<file path="src/bridge_pkg.sv">
// asic bridge shared definitions
package bridge_pkg;

    // command word layout
    localparam int OPCODE_W  = 15;
    localparam int PAYLOAD_W = 17;

    // one beat of the asic input stream
    localparam int STREAM_W = 66;

    // configuration record sizes
    localparam int CUT_COUNT      = 15;
    localparam int L1_CUT_W       = 17;
    localparam int L2_CUT_W       = 16;
    localparam int CFG_NUM_W      = 16;
    localparam int CFG_WORD_COUNT = 39;
    localparam int CFG_IDX_W      = $clog2(CFG_WORD_COUNT + 1);

    // opcodes in both directions between host and bridge
    localparam logic [OPCODE_W-1:0] OP_CONFIG     = 1;
    localparam logic [OPCODE_W-1:0] OP_CONFIG_ACK = 2;
    localparam logic [OPCODE_W-1:0] OP_STATUS     = 7;
    localparam logic [OPCODE_W-1:0] OP_START      = 8;
    localparam logic [OPCODE_W-1:0] OP_DONE       = 9;

    // word position of each field within one configuration load
    localparam int CFG_IDX_MODE         = 0;
    localparam int CFG_IDX_TRAIN_EPOCHS = 1;
    localparam int CFG_IDX_INF_EPOCHS   = 2;
    localparam int CFG_IDX_DATASET      = 3;
    localparam int CFG_IDX_TIMESTEPS    = 4;
    localparam int CFG_IDX_INPUT_SIZE   = 5;
    localparam int CFG_IDX_LONG_STREAM  = 6;
    localparam int CFG_IDX_BINARY_CLASS = 7;
    localparam int CFG_IDX_LOSER_ENC    = 8;
    localparam int CFG_IDX_L1_CUT_BASE  = 9;
    localparam int CFG_IDX_L2_CUT_BASE  = 24;

    typedef enum logic [1:0] {
        MODE_TRAIN_ONLY      = 2'd0,
        MODE_TRAIN_INF_SWEEP = 2'd1,
        MODE_INF_ONLY        = 2'd2
    } asic_mode_e;

    typedef enum logic [1:0] {
        DATASET_GESTURE      = 2'd0,
        DATASET_DIGIT_EVENT  = 2'd1,
        DATASET_SPOKEN_DIGIT = 2'd2
    } dataset_e;

    typedef struct packed {
        logic [PAYLOAD_W-1:0] payload;
        logic [OPCODE_W-1:0]  opcode;
    } cmd_word_t;

    typedef struct packed {
        asic_mode_e                          mode;
        logic [CFG_NUM_W-1:0]                train_epochs;
        logic [CFG_NUM_W-1:0]                inf_epochs;
        dataset_e                            dataset;
        logic [CFG_NUM_W-1:0]                timesteps;
        logic [CFG_NUM_W-1:0]                input_size;
        logic                                long_stream;
        logic                                binary_class;
        logic                                loser_enc;
        logic [CUT_COUNT-1:0][L1_CUT_W-1:0]  l1_cut;
        logic [CUT_COUNT-1:0][L2_CUT_W-1:0]  l2_cut;
    } asic_config_t;

    typedef struct packed {
        logic stream_ready;
        logic start_ready;
    } asic_status_t;

endpackage
</file>
<file path="src/asic_bridge_top.sv">
// spiking asic bridge top level
`timescale 1ns/1ns

module asic_bridge_top import bridge_pkg::*; (
    input  logic                clk_a_domain,
    input  logic                reset_n,

    // host to bridge command fifo
    input  cmd_word_t           cmd_word_i,
    input  logic                cmd_empty_i,
    output logic                cmd_rd_en_o,

    // host to bridge data fifo
    input  logic [STREAM_W-1:0] data_word_i,
    input  logic                data_empty_i,
    output logic                data_rd_en_o,

    // bridge to host response fifo
    input  logic                rsp_full_i,
    output logic                rsp_wr_en_o,
    output cmd_word_t           rsp_word_o,

    // asic pins
    input  logic                stream_ready_i,
    input  logic                start_ready_i,
    output logic                stream_valid_o,
    output logic [STREAM_W-1:0] stream_data_o,
    output logic                asic_reset_n_o,

    // configuration record toward the asic config path
    output asic_config_t        config_o
);

    logic         cfg_accept;
    logic         cfg_ack;
    logic         load_done;
    asic_status_t status;

    // asic reset is not registered
    assign asic_reset_n_o = reset_n;

    asic_pin_regs i_pin_regs (
        .clk_a_domain   (clk_a_domain),
        .reset_n        (reset_n),
        .data_word_i    (data_word_i),
        .data_empty_i   (data_empty_i),
        .data_rd_en_o   (data_rd_en_o),
        .stream_valid_o (stream_valid_o),
        .stream_data_o  (stream_data_o),
        .stream_ready_i (stream_ready_i),
        .start_ready_i  (start_ready_i),
        .status_o       (status)
    );

    config_loader i_config_loader (
        .clk_a_domain (clk_a_domain),
        .reset_n      (reset_n),
        .payload_i    (cmd_word_i.payload),
        .accept_i     (cfg_accept),
        .ack_i        (cfg_ack),
        .load_done_o  (load_done),
        .config_o     (config_o)
    );

    command_engine i_command_engine (
        .clk_a_domain (clk_a_domain),
        .reset_n      (reset_n),
        .cmd_word_i   (cmd_word_i),
        .cmd_empty_i  (cmd_empty_i),
        .cmd_rd_en_o  (cmd_rd_en_o),
        .rsp_full_i   (rsp_full_i),
        .rsp_wr_en_o  (rsp_wr_en_o),
        .rsp_word_o   (rsp_word_o),
        .status_i     (status),
        .load_done_i  (load_done),
        .cfg_accept_o (cfg_accept),
        .cfg_ack_o    (cfg_ack)
    );

endmodule

</file>
<file path="src/command_engine.sv">
// command decode and response arbitration
`timescale 1ns/1ns

module command_engine import bridge_pkg::*; (
    input  logic         clk_a_domain,
    input  logic         reset_n,

    // host to bridge command fifo
    input  cmd_word_t    cmd_word_i,
    input  logic         cmd_empty_i,
    output logic         cmd_rd_en_o,

    // bridge to host response fifo
    input  logic         rsp_full_i,
    output logic         rsp_wr_en_o,
    output cmd_word_t    rsp_word_o,

    input  asic_status_t status_i,
    input  logic         load_done_i,
    output logic         cfg_accept_o,
    output logic         cfg_ack_o
);

    logic head_valid;
    logic is_config;
    logic is_status;
    logic is_start;
    logic answer_slot;
    logic status_pop;
    logic start_pop;
    logic report_wr;
    logic start_rise;

    logic armed;
    logic report_pending;
    logic start_ready_q;

    assign head_valid = !cmd_empty_i;
    assign is_config  = head_valid && (cmd_word_i.opcode == OP_CONFIG);
    assign is_status  = head_valid && (cmd_word_i.opcode == OP_STATUS);
    assign is_start   = head_valid && (cmd_word_i.opcode == OP_START);

    // config words need no answer, so a full response fifo does not stall them
    assign cfg_accept_o = is_config && !load_done_i;

    // report wins over ack, which wins over a command answer
    assign report_wr   = report_pending && !rsp_full_i;
    assign cfg_ack_o   = load_done_i && !rsp_full_i && !report_pending;
    assign answer_slot = !rsp_full_i && !report_pending && !load_done_i;

    assign status_pop = is_status && answer_slot;
    // start only while the asic says it can take one
    assign start_pop  = is_start && status_i.start_ready && answer_slot;

    assign cmd_rd_en_o = cfg_accept_o || status_pop || start_pop;
    assign rsp_wr_en_o = report_wr || cfg_ack_o || status_pop || start_pop;

    always_comb begin
        rsp_word_o = '0;
        if (report_wr) begin
            rsp_word_o.opcode  = OP_DONE;
            rsp_word_o.payload = PAYLOAD_W'(1);
        end else if (cfg_ack_o) begin
            rsp_word_o.opcode = OP_CONFIG_ACK;
        end else if (status_pop) begin
            rsp_word_o.opcode     = OP_STATUS;
            rsp_word_o.payload[0] = status_i.start_ready;
        end else if (start_pop) begin
            rsp_word_o.opcode = OP_START;
        end
    end

    assign start_rise = status_i.start_ready && !start_ready_q;

    always_ff @(posedge clk_a_domain) begin
        if (!reset_n) begin
            start_ready_q  <= 1'b0;
            armed          <= 1'b0;
            report_pending <= 1'b0;
        end else begin
            start_ready_q <= status_i.start_ready;

            if (report_wr) begin
                armed <= 1'b0;
            end else if (start_pop) begin
                armed <= 1'b1;
            end

            // run finished once start-ready comes back after the start
            if (report_wr) begin
                report_pending <= 1'b0;
            end else if (armed && start_rise) begin
                report_pending <= 1'b1;
            end
        end
    end

endmodule

</file>
<file path="src/config_loader.sv">
// asic configuration record loader
`timescale 1ns/1ns

module config_loader import bridge_pkg::*; (
    input  logic                 clk_a_domain,
    input  logic                 reset_n,
    input  logic [PAYLOAD_W-1:0] payload_i,
    input  logic                 accept_i,
    input  logic                 ack_i,
    output logic                 load_done_o,
    output asic_config_t         config_o
);

    logic [CFG_IDX_W-1:0] word_idx;
    logic [CFG_IDX_W-1:0] l1_sel;
    logic [CFG_IDX_W-1:0] l2_sel;
    asic_config_t         cfg_q;

    // threshold slot relative to the start of each list
    assign l1_sel = word_idx - CFG_IDX_W'(CFG_IDX_L1_CUT_BASE);
    assign l2_sel = word_idx - CFG_IDX_W'(CFG_IDX_L2_CUT_BASE);

    assign load_done_o = (word_idx == CFG_IDX_W'(CFG_WORD_COUNT));
    assign config_o    = cfg_q;

    always_ff @(posedge clk_a_domain) begin
        if (!reset_n) begin
            word_idx <= '0;
            cfg_q    <= '0;
        end else if (ack_i) begin
            word_idx <= '0;
        end else if (accept_i && !load_done_o) begin
            word_idx <= word_idx + 1'b1;
            // each payload truncated to its field width
            case (word_idx)
                CFG_IDX_MODE:         cfg_q.mode         <= asic_mode_e'(payload_i[1:0]);
                CFG_IDX_TRAIN_EPOCHS: cfg_q.train_epochs <= payload_i[CFG_NUM_W-1:0];
                CFG_IDX_INF_EPOCHS:   cfg_q.inf_epochs   <= payload_i[CFG_NUM_W-1:0];
                CFG_IDX_DATASET:      cfg_q.dataset      <= dataset_e'(payload_i[1:0]);
                CFG_IDX_TIMESTEPS:    cfg_q.timesteps    <= payload_i[CFG_NUM_W-1:0];
                CFG_IDX_INPUT_SIZE:   cfg_q.input_size   <= payload_i[CFG_NUM_W-1:0];
                CFG_IDX_LONG_STREAM:  cfg_q.long_stream  <= payload_i[0];
                CFG_IDX_BINARY_CLASS: cfg_q.binary_class <= payload_i[0];
                CFG_IDX_LOSER_ENC:    cfg_q.loser_enc    <= payload_i[0];
                default: begin
                    // remaining words are the two threshold lists
                    if (word_idx < CFG_IDX_W'(CFG_IDX_L2_CUT_BASE)) begin
                        cfg_q.l1_cut[l1_sel] <= payload_i[L1_CUT_W-1:0];
                    end else begin
                        cfg_q.l2_cut[l2_sel] <= payload_i[L2_CUT_W-1:0];
                    end
                end
            endcase
        end
    end

endmodule

</file>
<file path="src/asic_pin_regs.sv">
// asic pin register stage
`timescale 1ns/1ns

module asic_pin_regs import bridge_pkg::*; (
    input  logic                clk_a_domain,
    input  logic                reset_n,

    // first-word fall-through data fifo
    input  logic [STREAM_W-1:0] data_word_i,
    input  logic                data_empty_i,
    output logic                data_rd_en_o,

    // stream toward the asic
    output logic                stream_valid_o,
    output logic [STREAM_W-1:0] stream_data_o,

    // ready levels from the asic
    input  logic                stream_ready_i,
    input  logic                start_ready_i,
    output asic_status_t        status_o
);

    // every visible word is taken as there is no back-pressure
    assign data_rd_en_o = !data_empty_i;

    always_ff @(posedge clk_a_domain) begin
        if (!reset_n) begin
            stream_valid_o <= 1'b0;
        end else begin
            stream_valid_o <= data_rd_en_o;
        end
    end

    // beat register loaded only on a pop
    always_ff @(posedge clk_a_domain) begin
        if (data_rd_en_o) begin
            stream_data_o <= data_word_i;
        end
    end

    // one sampling stage on the incoming levels
    always_ff @(posedge clk_a_domain) begin
        if (!reset_n) begin
            status_o <= '0;
        end else begin
            status_o.stream_ready <= stream_ready_i;
            status_o.start_ready  <= start_ready_i;
        end
    end

endmodule

</file>
<file path="config.mk">
export PLATFORM = sky130hd
export DESIGN_NAME = asic_bridge_top
export DESIGN_NICKNAME = d
export VERILOG_FILES = /design/src/bridge_pkg.sv /design/src/asic_bridge_top.sv /design/src/command_engine.sv /design/src/config_loader.sv /design/src/asic_pin_regs.sv
export SDC_FILE = /design/constraint.sdc
export NUM_CORES = 1
export LEC_CHECK = 0
export ABC_AREA = 1
export BUFFER_PORTS_ARGS = -buffer_cell sky130_fd_sc_hd__buf_2
export CORE_UTILIZATION = 25
export DETAILED_ROUTE_END_ITERATION = 7
export GPL_TIMING_DRIVEN = 0
export SLEW_MARGIN = 20
export SYNTH_ARGS = -nofsm -noshare
export SYNTH_HDL_FRONTEND = slang
export SYNTH_SLANG_ARGS = --single-unit
</file>
<file path="constraint.sdc">
create_clock -name clk_a_domain -period 2.5 [get_ports clk_a_domain]
set_input_delay 0.375 -clock clk_a_domain [delete_from_list [all_inputs] [get_ports clk_a_domain]]
set_output_delay 0.375 -clock clk_a_domain [all_outputs]
set_load 0.01 [all_outputs]
</file>
Word-level counts from Yosys, hierarchy flattened

Cells that the tools add are included.

Mux-type cells: 12
Equal/unequal tests: 12
Reduce and logical (&&, ||, !) cells: 43
$lt $le $gt $ge: 5
$add $sub $neg: 3
Bitwise operators: 4

Operators by type and width:

| operator                                                                            | count |
|---|---|
| 255-bit bitwise mux                                                                 | 1 |
| 240-bit bitwise mux                                                                 | 1 |
| 17-bit demux with 4-bit select                                                      | 1 |
| 16-bit demux with 4-bit select                                                      | 1 |
| 16-bit two-way mux                                                                  | 2 |
| 3-bit AND reduction                                                                 | 9 |
| 6-bit by 3-bit == test with 1-bit output, second input constant                     | 4 |
| 6-bit by 5-bit less-than comparator with 1-bit output, second input constant        | 3 |
| 1-bit logical AND                                                                   | 17 |
| 17-bit two-way mux                                                                  | 1 |
| 15-bit by 1-bit == test with 1-bit output, second input constant                    | 1 |
| 15-bit by 3-bit == test with 1-bit output, second input constant                    | 1 |
| 15-bit by 4-bit == test with 1-bit output, second input constant                    | 1 |
| 15-bit two-way mux                                                                  | 1 |
| 6-bit by 2-bit == test with 1-bit output, second input constant                     | 2 |
| 6-bit by 1-bit greater-or-equal comparator with 1-bit output, second input constant | 2 |
| 9-bit OR reduction                                                                  | 1 |
| 4-bit two-way mux                                                                   | 2 |
| 4-bit AND reduction                                                                 | 2 |
| 6-bit by 1-bit adder with 6-bit output, second input constant                       | 1 |
| 6-bit by 1-bit == test with 1-bit output, second input constant                     | 1 |
| 6-bit by 4-bit == test with 1-bit output, second input constant                     | 1 |
| 6-bit == test, second input constant                                                | 1 |
| 1-bit zero test                                                                     | 6 |
| other kinds (7)                                                                     | 16 |

Flip-flop bits (word level): 643
Output and inout port bits: 669
Word-level logic and storage cells: 125

Longest topological paths before layout

Gate-level depths: netlist (run 1).

Depth after elaboration: 8
Depth in mapped cells: 13

Hierarchy

From an unflattened synthesis (run 1), not the netlist that was laid out.

Cell total of the unflattened synthesis: 3,421
Area, all modules: 26,307.7 µm²

Modules (own cells, without submodules):

| module          | seq. area each (µm²) | area each (µm²) | times used | cells an instance |
|---|---|---|---|---|
| config_loader   | 11,451.0             | 23,692.7        | 1          | 3,259 |
| asic_pin_regs   | 2,042.0              | 2,070.7         | 1          | 76 |
| command_engine  | 60.1                 | 536.8           | 1          | 85 |
| asic_bridge_top | 0.0                  | 7.5             | 1          | 1 |

Least setup slack after synthesis (run 1)

Ideal clock, no wire load.

Path type: register to output
Start point: register i_config_loader.word_idx[0]
End point: output port rsp_word_o[15] (netlist name)
Slack: 195 ps
Arrival: 1,930 ps
Buffers on the path: 3
Required time: 2,125 ps
Cell stages (with the launch flop): 12
Cells stage by stage: dfxtp_1 ha_1 clkbuf_1 nand2_2 nor3_4 inv_2 buf_6 buf_2 nand2_1 nor2_1 inv_1 o21ai_0

RTL lines:

| element                  | line                  | source |
|---|---|---|
| start: declaration       | config_loader.sv:14   | `logic [CFG_IDX_W-1:0] word_idx;` |
| start signal: assignment | config_loader.sv:33   | `word_idx <= word_idx + 1'b1;` |
| end: declaration         | asic_bridge_top.sv:21 | `output cmd_word_t rsp_word_o,` |

Worst setup path in the final report (run 1)

Start point: register i_config_loader.word_idx[3]
End point: output port rsp_wr_en_o

Word-level cells in the longest chain between the ends: 6
Elaborated cells between the ends (all ways): 10
Those cells by class: eq/ne (1); reduce/logical (9)

Ends and longest elaborated chain:

| element                                                      | line                                       | source |
|---|---|---|
| 6-bit == test *                                              | config_loader.sv:23                        | `assign load_done_o = (word_idx == CFG_IDX_W'(CFG_WORD_COUNT));` |
| 1-bit logical AND / 1-bit zero test (equally long branches)  | command_engine.sv:48, command_engine.sv:49 |  |
| 1-bit logical AND, on equally long branches                  | command_engine.sv:48, command_engine.sv:49 |  |
| 1-bit logical OR / 1-bit logical AND (equally long branches) | command_engine.sv:56, command_engine.sv:51 |  |
| 1-bit logical OR                                             | command_engine.sv:56                       | `assign rsp_wr_en_o = report_wr \|\| cfg_ack_o \|\| status_pop \|\| start_pop;` |
| 1-bit logical OR *                                           | command_engine.sv:56                       |  |
| end: declaration                                             | asic_bridge_top.sv:20                      | `output logic rsp_wr_en_o,` |

Mark *: on every way between the ends. The rest lies on a longest branch, timed or not.

==> out/qor.yml, run 1 <==
placement:
  post-dp-hpwl_um: 92920
  placed_area_mm2: 0.03217
  io_buffers: 743
  gp_congestion: 0.8962
sta:
  rsz0062_at_grt: "true"
  fmax_mhz: 395.9
  fin_crit_sh_pct: 101.0
  drv_slew: 0
  hold_violations: 0
  setup_viol: 1
  fin_skew_ns: 0.02901
  final.min_clock_period_ns: 2.526
  worst_pin_slew_ns: 1.217
  tns_ns: -0.02577
  slew_headroom_pct: 18.88
  worst_slack_ns: -0.02577
status:
  violations: "negative setup slack"
  status: "complete, but fails checks"
min_path:
  hp-class: "in -> reg"
  hp-start: "cmd_word_i[27]"
pwr:
  p_leak_nw: 16.21
  peakVddDrop_uv: 553.6
  total_power_mw: 23.30
  power_density_mw_per_mm2: 634.0
global_route:
  grt_max_degree: 36
  grt_pass1_wl_um: 175100
  track_usage_pct: 22.31
  antenna_found_initial: 5
  grt_pass1_vias: 24740
  grt_overflow: 0
setup_path:
  critPathArrivalTime_ns: 2.15
  startpoint_type: "flop"
  r2r-start: "i_config_loader.word_idx[3]$_SDFFE_PP0P_"
  worst_path_most_repeated_cell: "inv_2"
  crit_start: "i_config_loader.word_idx[3]$_SDFFE_PP0P_"
  endpoint_kind: "output pin"
  critPathMaxFanout: 5
  crit_chain: "buf_8 -> nor2_8 -> nand2_4 -> nor3_4 -> inv_2 -> buf_12 -> nand2_8 -> nor2_4 -> inv_2 -> nand4_1 -> buf_2"
  cpPeakStageDelay_ns: 0.33
  critical_path_class: "reg -> out"
  crit_slowest_cell: "dfxtp_2"
  required_ns: 2.12
logic_synthesis:
  ys_types: 36
  ys.flop_type: "dfxtp_1"
  synth_largest_area_cell: "dfxtp_1"
  syn_area_mm2: 0.02657
  async_reset_ff_share_pct: 0
  yosys-top-cells-area: "dfxtp_1 (43%), a21oi_1 (10%), nand3_1 (9.8%)"
  synth_edf_count: 66
  synth_top_area_share_pct: 43.48
  ys_seq_area_share_pct: 50.94
  synth.avg_cell_area_um2: 7.780
  yosys_warnings: 0
  ys_ff_latch: 643
  yosys.cell_count.top_type: "nand2_1"
  synth_commonest_cells: "nand2_1 (616), dfxtp_1 (577), a21oi_1 (550), nand3_1 (522), nor2_1 (294)"
  syn_inst: 3415
run:
  maxCapViolCount: 0
route:
  dr.first_iter.drc_count: 1952
  firstDrtPassIters: 6
  avgRoutedWirePerCell_um: 21.53
  drc: 0
  ant_nets: 0
  vias: 27300
  vias_per_cell: 4.671
  drt-total-wl_um: 125800
final_layout:
  drive_above_1_share_pct: 28.49
  area_delta_synth_final_pct: 38.30
  num-nets-final: 4501
  fillers: 11120
  final_area_mm2: 0.03674
clocking:
  cts_root_buffer: "clkbuf_16"
  cts_tree: "done"
  clkTransAtPathRegs_ns: 0.06
  clock_sinks: 643
  clk_latency_ns: 0.66
  cts_inserted_buffers: 76
  clk_path_buf_depth: 3
  cts_max_level: 3
die:
  floorplan.initialDensity_pct: 25.24
  coreArea_mm2: 0.1053
  die_y_um: 328.0
  die_area_mm2: 0.1076
  io-pin-count: 774
  die_w_um: 328.0
  rows: 119
critical path: cells and delay by family (launching register included):
kind | cells | cell delay, ns
buf+inv | 5 | 0.62
simple gates | 6 | 0.52
flops | 1 | 0.33
power breakdown:
part | switching, mW | internal (mW) | leakage (nW) | total (mW)
Clock | 4.67 | 6.81 | 1.27 | 11.5
Combinational | 0.910 | 0.359 | 9.65 | 1.27
Sequential | 0.0346 | 10.5 | 5.30 | 10.5
cells by family (layout without fill, tap and decap cells):
group	after synthesis	count (layout)	share of synthesized area, %
AO/OA/AOI/OAI	646	646	12.48
adder cells (fa/ha/maj)	7	7	0.3296
buffers and inverters	614	1623	11.40
flip-flops	643	643	50.94
other	1	30	0.01411
AND/OR/NAND/NOR	1504	1504	24.84
timing repair:
item                                    in CTS  in global routing
endpoints found under the setup margin     573                444
setup buffers                               27                 36
resized for setup                           87                143
hold buffers                                68                  0
endpoints found under the hold margin       68                  0
pin swaps                                   17                 23
cloned                                       0                  1
metrics by stage:
stage | hold slack (ns) | instances | util [%] | setup slack [ns]
floorplan | 0.4207 | 3441 | - | 0.1947
global route | 0.05922 | 5841 | 34.90 | -0.1206
detailed placement | 0.4283 | 5576 | 30.56 | -1.642
CTS | 0.01866 | 5806 | 34.21 | -0.1539
finish | 0.05948 | 5844 | 34.91 | -0.02577
global placement | 0.4261 | 5575 | 30.52 | -1.558
final timing paths:
path                                                                    to  slack, ns  cells past startpoint
worst max-delay path                                           rsp_wr_en_o      -0.03                     11
worst min-delay path            i_config_loader.config_o[526]$_SDFFE_PN0P_       0.06                      3
worst max register to register  i_config_loader.config_o[513]$_SDFFE_PN0P_       0.05                     10
worst min register to register  i_config_loader.config_o[235]$_SDFFE_PN0P_       0.43                      2
state kept, by name, summed over array words and instances (netlist names):
| name | cells |
|---|---|
| i_config_loader.config_o | 566 |
| i_pin_regs.stream_data_o | 66 |
| i_config_loader.word_idx | 6 |
| i_command_engine.armed | 1 |
| i_command_engine.report_pending | 1 |
| i_command_engine.start_ready_q | 1 |
| i_pin_regs.status_o | 1 |
| i_pin_regs.stream_valid_o | 1 |
layout by cell type, fill, tap and decap left out, drive strengths merged:
cell         instances
ha                   7
a21oi              570
nand3b               2
bufinv               3
dfxtp              577
nand4               17
o21ai               75
nand3              526
conb                27
diode                3
o31ai                1
nor3b                2
nand2              620
or2                  2
clkinv               9
nor3                15
edfxtp              66
dlygate4sd3         68
inv                294
clkbuf             231
buf               1014
nor2               320
clkinvlp             4
final cells by class:
type / instances / area (µm²) / area share (%)
multi-input cells: 2184 / 10560 / 28.73
inverters: 290 / 1100 / 2.993
clock buffers: 119 / 2350 / 6.395
repair buffers: 876 / 5030 / 13.69
clock inverters: 20 / 234.0 / 0.6368
well taps: 1391 / 1740 / 4.737
diodes: 3 / 7.507 / 0.02043
plain buffers: 318 / 2178 / 5.928
flip-flops and latches: 643 / 13550 / 36.87
per-layer routing:
layer	part of all wire, %	vias to the layer above	GRT usage [%]
li1	-	13050	-
met1	41	12900	28.20
met2	47	1140	36.47
met3	8.9	210	5.900
met4	3.2	0	7.761
met5	0	-	0
No activity file was read; power rests on OpenSTA's default activity.
==> run 2: changes to the inputs <==
--- a/config.mk
+++ b/config.mk
@@ -14,3 +14,4 @@
 export SYNTH_ARGS = -nofsm -noshare
 export SYNTH_HDL_FRONTEND = slang
 export SYNTH_SLANG_ARGS = --single-unit
+export TNS_END_PERCENT = 5
==> constraint.sdc (replaced) <==
create_clock -name clk_a_domain -period 2.9 [get_ports clk_a_domain]
set_input_delay 0.435 -clock clk_a_domain [delete_from_list [all_inputs] [get_ports clk_a_domain]]
set_output_delay 0.435 -clock clk_a_domain [all_outputs]
set_load 0.01 [all_outputs]
==> out/qor.yml, run 2 (synthesis results as in run 1) <==
setup_path:
  cp_top_family: "simple AND/OR/NAND/NOR gates"  # was buffers and inverters
  worst_path_most_repeated_cell: "nor2_2"  # was inv_2
  critical_path_class: "reg -> reg"  # was reg -> out
  timing.critical_path.buf_inv: 1  # was 5
  regToRegEndpoint: "i_config_loader.config_o[560]$_SDFFE_PN0P_"  # was i_config_loader.config_o[513]$_SDFFE_PN0P_
  required_ns: 3.46  # was 2.12 ns
  r2r_slack_ns: 0.14  # was 0.05 ns
  cpPeakStageDelay_ns: 0.56  # was 0.33 ns
  critPathArrivalTime_ns: 3.32  # was 2.15 ns
  crit_chain: "nor2_2 -> nand3_2 -> nor2_2 -> clkbuf_1 -> nand2_1 -> a21oi_1"  # was buf_8 -> nor2_8 -> nand2_4 -> nor3_4 -> inv_2 -> buf_12 -> nand2_8 -> nor2_4 -> inv_2 -> nand4_1 -> buf_2
  reg2reg_depth: 6  # was 10
  r2r-start: "i_config_loader.word_idx[4]$_SDFFE_PP0P_"  # was i_config_loader.word_idx[3]$_SDFFE_PP0P_
  crit_slowest_cell: "nor2_2"  # was dfxtp_2
  critPathMaxFanout: 10  # was 5
  endpoint_kind: "flop"  # was output pin
  startpoint_type: "flop"  # unchanged
sta:
  hold_violations: 0  # unchanged
  tns_ns: 0  # was -0.02577 ns
  fin_crit_sh_pct: 95.22
  slew_headroom_pct: 19.15  # was 18.88%
  setup_viol: 0  # was 1
  final.min_clock_period_ns: 2.762
  worst_pin_slew_ns: 1.213  # was 1.217 ns
  worst_slack_ns: 0.1385  # was -0.02577 ns
  rsz0062_at_grt: "true"  # unchanged
  fin_skew_ns: 0.02769  # was 0.02901 ns
  fmax_mhz: 362.1
  drv_slew: 0  # unchanged
  holdWs_ns: 0.08473  # was 0.05948 ns
final_layout:
  layout_common_cells: "buf_2 (806), nand2_1 (613), dfxtp_1 (573)"  # was buf_2 (768), nand2_1 (604), dfxtp_1 (571)
  drive_above_1_share_pct: 26.72  # was 28.49%
  layout_commonest_cell: "buf_2"  # unchanged
  final_cells: 5784  # was 5844
  area_delta_synth_final_pct: 34.35  # was 38.30%
  largest_register_ffs: 566  # unchanged
  n_antenna_cell: 0  # was 3
  num-nets-final: 4444  # was 4501
global_route:
  grt_use_met3_pct: 5.870  # was 5.900%
  grt_overflow: 0  # unchanged
  track_usage_pct: 22.21  # was 22.31%
  busiest_layer: "met2"  # unchanged
  grt_max_degree: 36  # unchanged
  antenna_found_initial: 5  # unchanged
  met1_usage_pct: 28.11  # was 28.20%
  gr-usage-met2_pct: 36.17  # was 36.47%
  grt_pass1_wl_um: 174100  # was 175100 µm
  grt_pass1_vias: 24580  # was 24740
pwr:
  p_leak_nw: 15.78  # was 16.21 nW
  peakVddDrop_uv: 478.6  # was 553.6 µV
  power_density_mw_per_mm2: 562.6  # was 634.0 mW/mm²
clocking:
  clk_path_buf_depth: 3  # unchanged
  clkTransAtPathRegs_ns: 0.06  # about the same
  cts_max_level: 3  # unchanged
  clk_latency_ns: 0.65  # was 0.66 ns
  cts_tree: "done"  # unchanged
  cts_inserted_buffers: 76  # unchanged
  cts_root_buffer: "clkbuf_16"  # unchanged
  clock_sinks: 643  # unchanged
placement:
  io_buffers: 743  # unchanged
  dp_cells: 5576  # unchanged
  preCtsSetupSlack_ns: -1.242  # was -1.642 ns
  post-dp-hpwl_um: 92920  # unchanged
  gp_congestion: 0.8962  # unchanged
die:
  die_y_um: 328.0  # unchanged
  die_w_um: 328.0  # unchanged
  floorplan.initialDensity_pct: 25.24  # unchanged
  die_area_mm2: 0.1076  # unchanged
  coreArea_mm2: 0.1053  # unchanged
  io-pin-count: 774  # unchanged
  rows: 119  # unchanged
route:
  ant_nets: 0  # unchanged
  firstDrtPassIters: 6  # unchanged
  vias_per_cell: 4.679  # was 4.671
  dr.first_iter.drc_count: 2041  # was 1952
  vias: 27060  # was 27300
  drc: 0  # unchanged
  avgRoutedWirePerCell_um: 21.56  # was 21.53 µm
  drt-total-wl_um: 124700  # was 125800 µm
min_path:
  hp-class: "in -> reg"  # unchanged
  hold_depth: 2  # was 3
  hp-start: "data_empty_i"  # was cmd_word_i[27]
  hold_end: "i_pin_regs.stream_valid_o$_SDFF_PN0_"  # was i_config_loader.config_o[526]$_SDFFE_PN0P_
status:
  status: "completed"  # was complete, but fails checks
run:
  maxCapViolCount: 0  # unchanged
## run 2: worst max path at each step
stage	startpoint	end	slack (ns)	cells after the start
floorplan	i_config_loader.word_idx[0]$_SDFFE_PP0P_	rsp_word_o[15]	0.53	11
global placement	i_config_loader.word_idx[1]$_SDFFE_PP0P_	i_config_loader.config_o[511]$_SDFFE_PN0P_	-1.16	8
detailed placement	i_config_loader.word_idx[1]$_SDFFE_PP0P_	i_config_loader.config_o[505]$_SDFFE_PN0P_	-1.24	8
CTS	i_config_loader.word_idx[0]$_SDFFE_PP0P_	i_config_loader.config_o[69]$_SDFFE_PN0P_	0.005	7
global route	i_config_loader.word_idx[4]$_SDFFE_PP0P_	i_config_loader.config_o[70]$_SDFFE_PN0P_	-0.07	7
finish	i_config_loader.word_idx[4]$_SDFFE_PP0P_	i_config_loader.config_o[560]$_SDFFE_PN0P_	0.14	6
## run 2: stage by stage
stage | util (%) | total power [mW] | area, µm²
4_1_cts | 33.80 | 20.28 | 35580
5_1_grt | 33.91 | 20.72 | 35690
3_5_place_dp | 30.56 | 10.29 | 32170
2_1_floorplan | - | 9.738 | 26670
6_report | 33.91 | 20.08 | 35690
3_3_place_gp | 30.52 | 10.28 | 32120
## run 2: cell type report
type | instances | area [µm²]
clock inverters | 20 | 234.0
repair buffers | 817 | 4479
multi-input cells | 2184 | 10280
inverters | 290 | 1094
clock buffers | 119 | 2350
fillers | 11220 | 69570
flip-flops and latches | 643 | 13540
well taps | 1391 | 1740
plain buffers | 320 | 1976
## run 2: what timing repair did
| item | CTS | global route |
|---|---|---|
| pin swaps | 4 | 4 |
| setup buffers | 5 | 1 |
| hold buffers | 67 | 0 |
| endpoints found under the hold margin | 67 | 0 |
| endpoints found under the setup margin | 480 | 237 |
| gates resized for setup | 29 | 20 |
## run 2: metal layers
metal | vias up | wire length [µm]
met5 | - | 0
met4 | 0 | 4084
met3 | 211 | 10850
met2 | 1146 | 58050
met1 | 12780 | 51730
li1 | 12920 | -
## run 2: power breakdown
part	total [mW]	leakage, nW	internal [mW]	switching, mW
combinational	1.09	9.22	0.307	0.779
clock	9.90	1.27	5.87	4.03
sequential	9.09	5.29	9.06	0.0300
==> run 3: changes to the inputs <==
--- a/config.mk
+++ b/config.mk
@@ -10,6 +10,7 @@
 export CORE_UTILIZATION = 25
 export DETAILED_ROUTE_END_ITERATION = 7
 export GPL_TIMING_DRIVEN = 0
+export REMOVE_ABC_BUFFERS = 1
 export SLEW_MARGIN = 20
 export SYNTH_ARGS = -nofsm -noshare
 export SYNTH_HDL_FRONTEND = slang
==> out/qor.yml, run 3 (synthesis results as in run 1) <==
status:
  status: "completed"  # unchanged
final_layout:
  n_antenna_cell: 0  # unchanged
  num-nets-final: 4226  # was 4444
  drive_above_1_share_pct: 26.52  # was 26.72%
  layout_commonest_cell: "buf_2"  # unchanged
  layout_common_cells: "buf_2 (744), nand2_1 (609), dfxtp_1 (572)"  # was buf_2 (806), nand2_1 (613), dfxtp_1 (573)
  area_delta_synth_final_pct: 34.01  # was 34.35%
  final_cells: 5565  # was 5784
  fin_util_pct: 33.82  # was 33.91%
  largest_register_ffs: 566  # unchanged
sta:
  worst_slack_ns: 0.09768  # was 0.1385 ns
  rsz0062_at_grt: "true"  # unchanged
  slew_headroom_pct: 31.31  # was 19.15%
  fin_skew_ns: 0.02374  # was 0.02769 ns
  fmax_mhz: 356.8  # was 362.1 MHz
  worst_pin_slew_ns: 1.027  # was 1.213 ns
  fin_crit_sh_pct: 96.63  # was 95.22%
  tns_ns: 0  # unchanged
  final.min_clock_period_ns: 2.802  # was 2.762 ns
  drv_slew: 0  # unchanged
  setup_viol: 0  # unchanged
  hold_violations: 0  # unchanged
global_route:
  grt_overflow: 0  # unchanged
  grt_pass1_vias: 23060  # was 24580
  antenna_found_initial: 0  # was 5
  track_usage_pct: 19.17  # was 22.21%
  grt_pass1_wl_um: 155100  # was 174100 µm
  grt_max_degree: 119  # was 36
placement:
  post-dp-hpwl_um: 71440  # was 92920 µm
  io_buffers: 745  # was 743
  preCtsSetupSlack_ns: -1.624  # was -1.242 ns
  dp_cells: 5297  # was 5576
  gp_congestion: 0.8146  # was 0.8962
die:
  floorplan.initialDensity_pct: 25.24  # unchanged
  die_y_um: 328.0  # unchanged
  die_area_mm2: 0.1076  # unchanged
  coreArea_mm2: 0.1053  # unchanged
  die_w_um: 328.0  # unchanged
  io-pin-count: 774  # unchanged
  rows: 119  # unchanged
clocking:
  clk_latency_ns: 0.64  # was 0.65 ns
  cts_tree: "done"  # unchanged
  clk_path_buf_depth: 3  # unchanged
  clkTransAtPathRegs_ns: 0.06  # about the same
  cts_root_buffer: "clkbuf_16"  # unchanged
  clock_sinks: 643  # unchanged
  cts_inserted_buffers: 76  # unchanged
  cts_max_level: 3  # unchanged
route:
  vias_per_cell: 4.648  # was 4.679
  vias: 25870  # was 27060
  drc: 0  # unchanged
  dr.first_iter.drc_count: 2070  # was 2041
  ant_nets: 0  # unchanged
  drt-total-wl_um: 111900  # was 124700 µm
  firstDrtPassIters: 6  # unchanged
  avgRoutedWirePerCell_um: 20.10  # was 21.56 µm
setup_path:
  required_ns: 3.46  # about the same
  critPathArrivalTime_ns: 3.36  # was 3.32 ns
  startpoint_type: "flop"  # unchanged
  crit_slowest_cell: "nand4_1"  # was nor2_2
  cpPeakStageDelay_ns: 0.63  # was 0.56 ns
  critPathMaxFanout: 16  # was 10
  endpoint_kind: "flop"  # unchanged
  crit_chain: "inv_2 -> ha_1 -> nand3_4 -> nor3_4 -> buf_4 -> nand4_1 -> a21oi_1"  # was nor2_2 -> nand3_2 -> nor2_2 -> clkbuf_1 -> nand2_1 -> a21oi_1
  critical_path_class: "reg -> reg"  # unchanged
pwr:
  p_leak_nw: 15.38  # was 15.78 nW
  total_power_mw: 19.94  # was 20.08 mW
  peakVddDrop_uv: 453.1  # was 478.6 µV
  power_density_mw_per_mm2: 560.1  # was 562.6 mW/mm²
run:
  maxCapViolCount: 0  # unchanged
min_path:
  hp-class: "in -> reg"  # unchanged
==> run 3: critical path, delay by kind of cell (launching register included) <==
family          cells  cell delay, ns
simple gates        3            1.29
buf+inv             2            0.25
compound gates      1            0.41
fa+ha+maj           1            0.34
flops               1            0.40
==> run 3: layout make-up <==
type                       count  area (µm²)
clock buffer                 103        2188
clock inverter                35       366.6
inverter                     290        1150
fill                       11040       69660
sequential                   643       13550
multi-input combinational   2195       10580
timing repair buffer         907        6016
tap                         1391        1740
timing repair inverter         1       8.758
==> run 3: report_power, final <==
part	leakage (nW)	switching [mW]	internal, mW	total, mW
sequential	5.30	0.0325	9.06	9.09
combinational	8.82	0.687	0.294	0.981
clock	1.27	4.09	5.78	9.87
total	15.4	4.81	15.1	19.9
==> run 3: final timing paths <==
check	startpoint	end	slack, ns	cells past startpoint
setup / recovery	i_config_loader.word_idx[4]$_SDFFE_PP0P_	i_config_loader.config_o[10]$_SDFFE_PN0P_	0.1	7
hold / removal	data_word_i[20]	i_pin_regs.stream_data_o[20]$_DFFE_PN_	0.05	1
hold reg to reg	i_config_loader.config_o[54]$_SDFFE_PN0P_	i_config_loader.config_o[54]$_SDFFE_PN0P_	0.43	2
setup reg to reg	i_config_loader.word_idx[4]$_SDFFE_PP0P_	i_config_loader.config_o[10]$_SDFFE_PN0P_	0.1	7
==> run 3: metal layers <==
| metal | track usage, % | wire (µm) | part of all wire, % |
|---|---|---|---|
| met4 | 6.837 | 3228 | 2.9 |
| met5 | 0 | 0 | 0 |
| met2 | 32.97 | 55390 | 50 |
| met3 | 4.022 | 7637 | 6.8 |
| met1 | 23.48 | 45620 | 41 |
==> run 3: repair_timing <==
item,CTS,global route
gates cloned,9,10
setup buffers,35,13
pin swaps,27,23
hold buffers,64,0
gates resized for setup,49,23
hold endpoints to repair,64,0
endpoints found under the setup margin,566,296
==> run 3: through the flow <==
step	area (µm²)	hold WS (ns)
floorplan	24730	0.4207
global placement	30190	0.4272
detailed placement	31370	0.4283
CTS	35300	0.004163
global route	35600	0.001669
finish	35600	0.04966
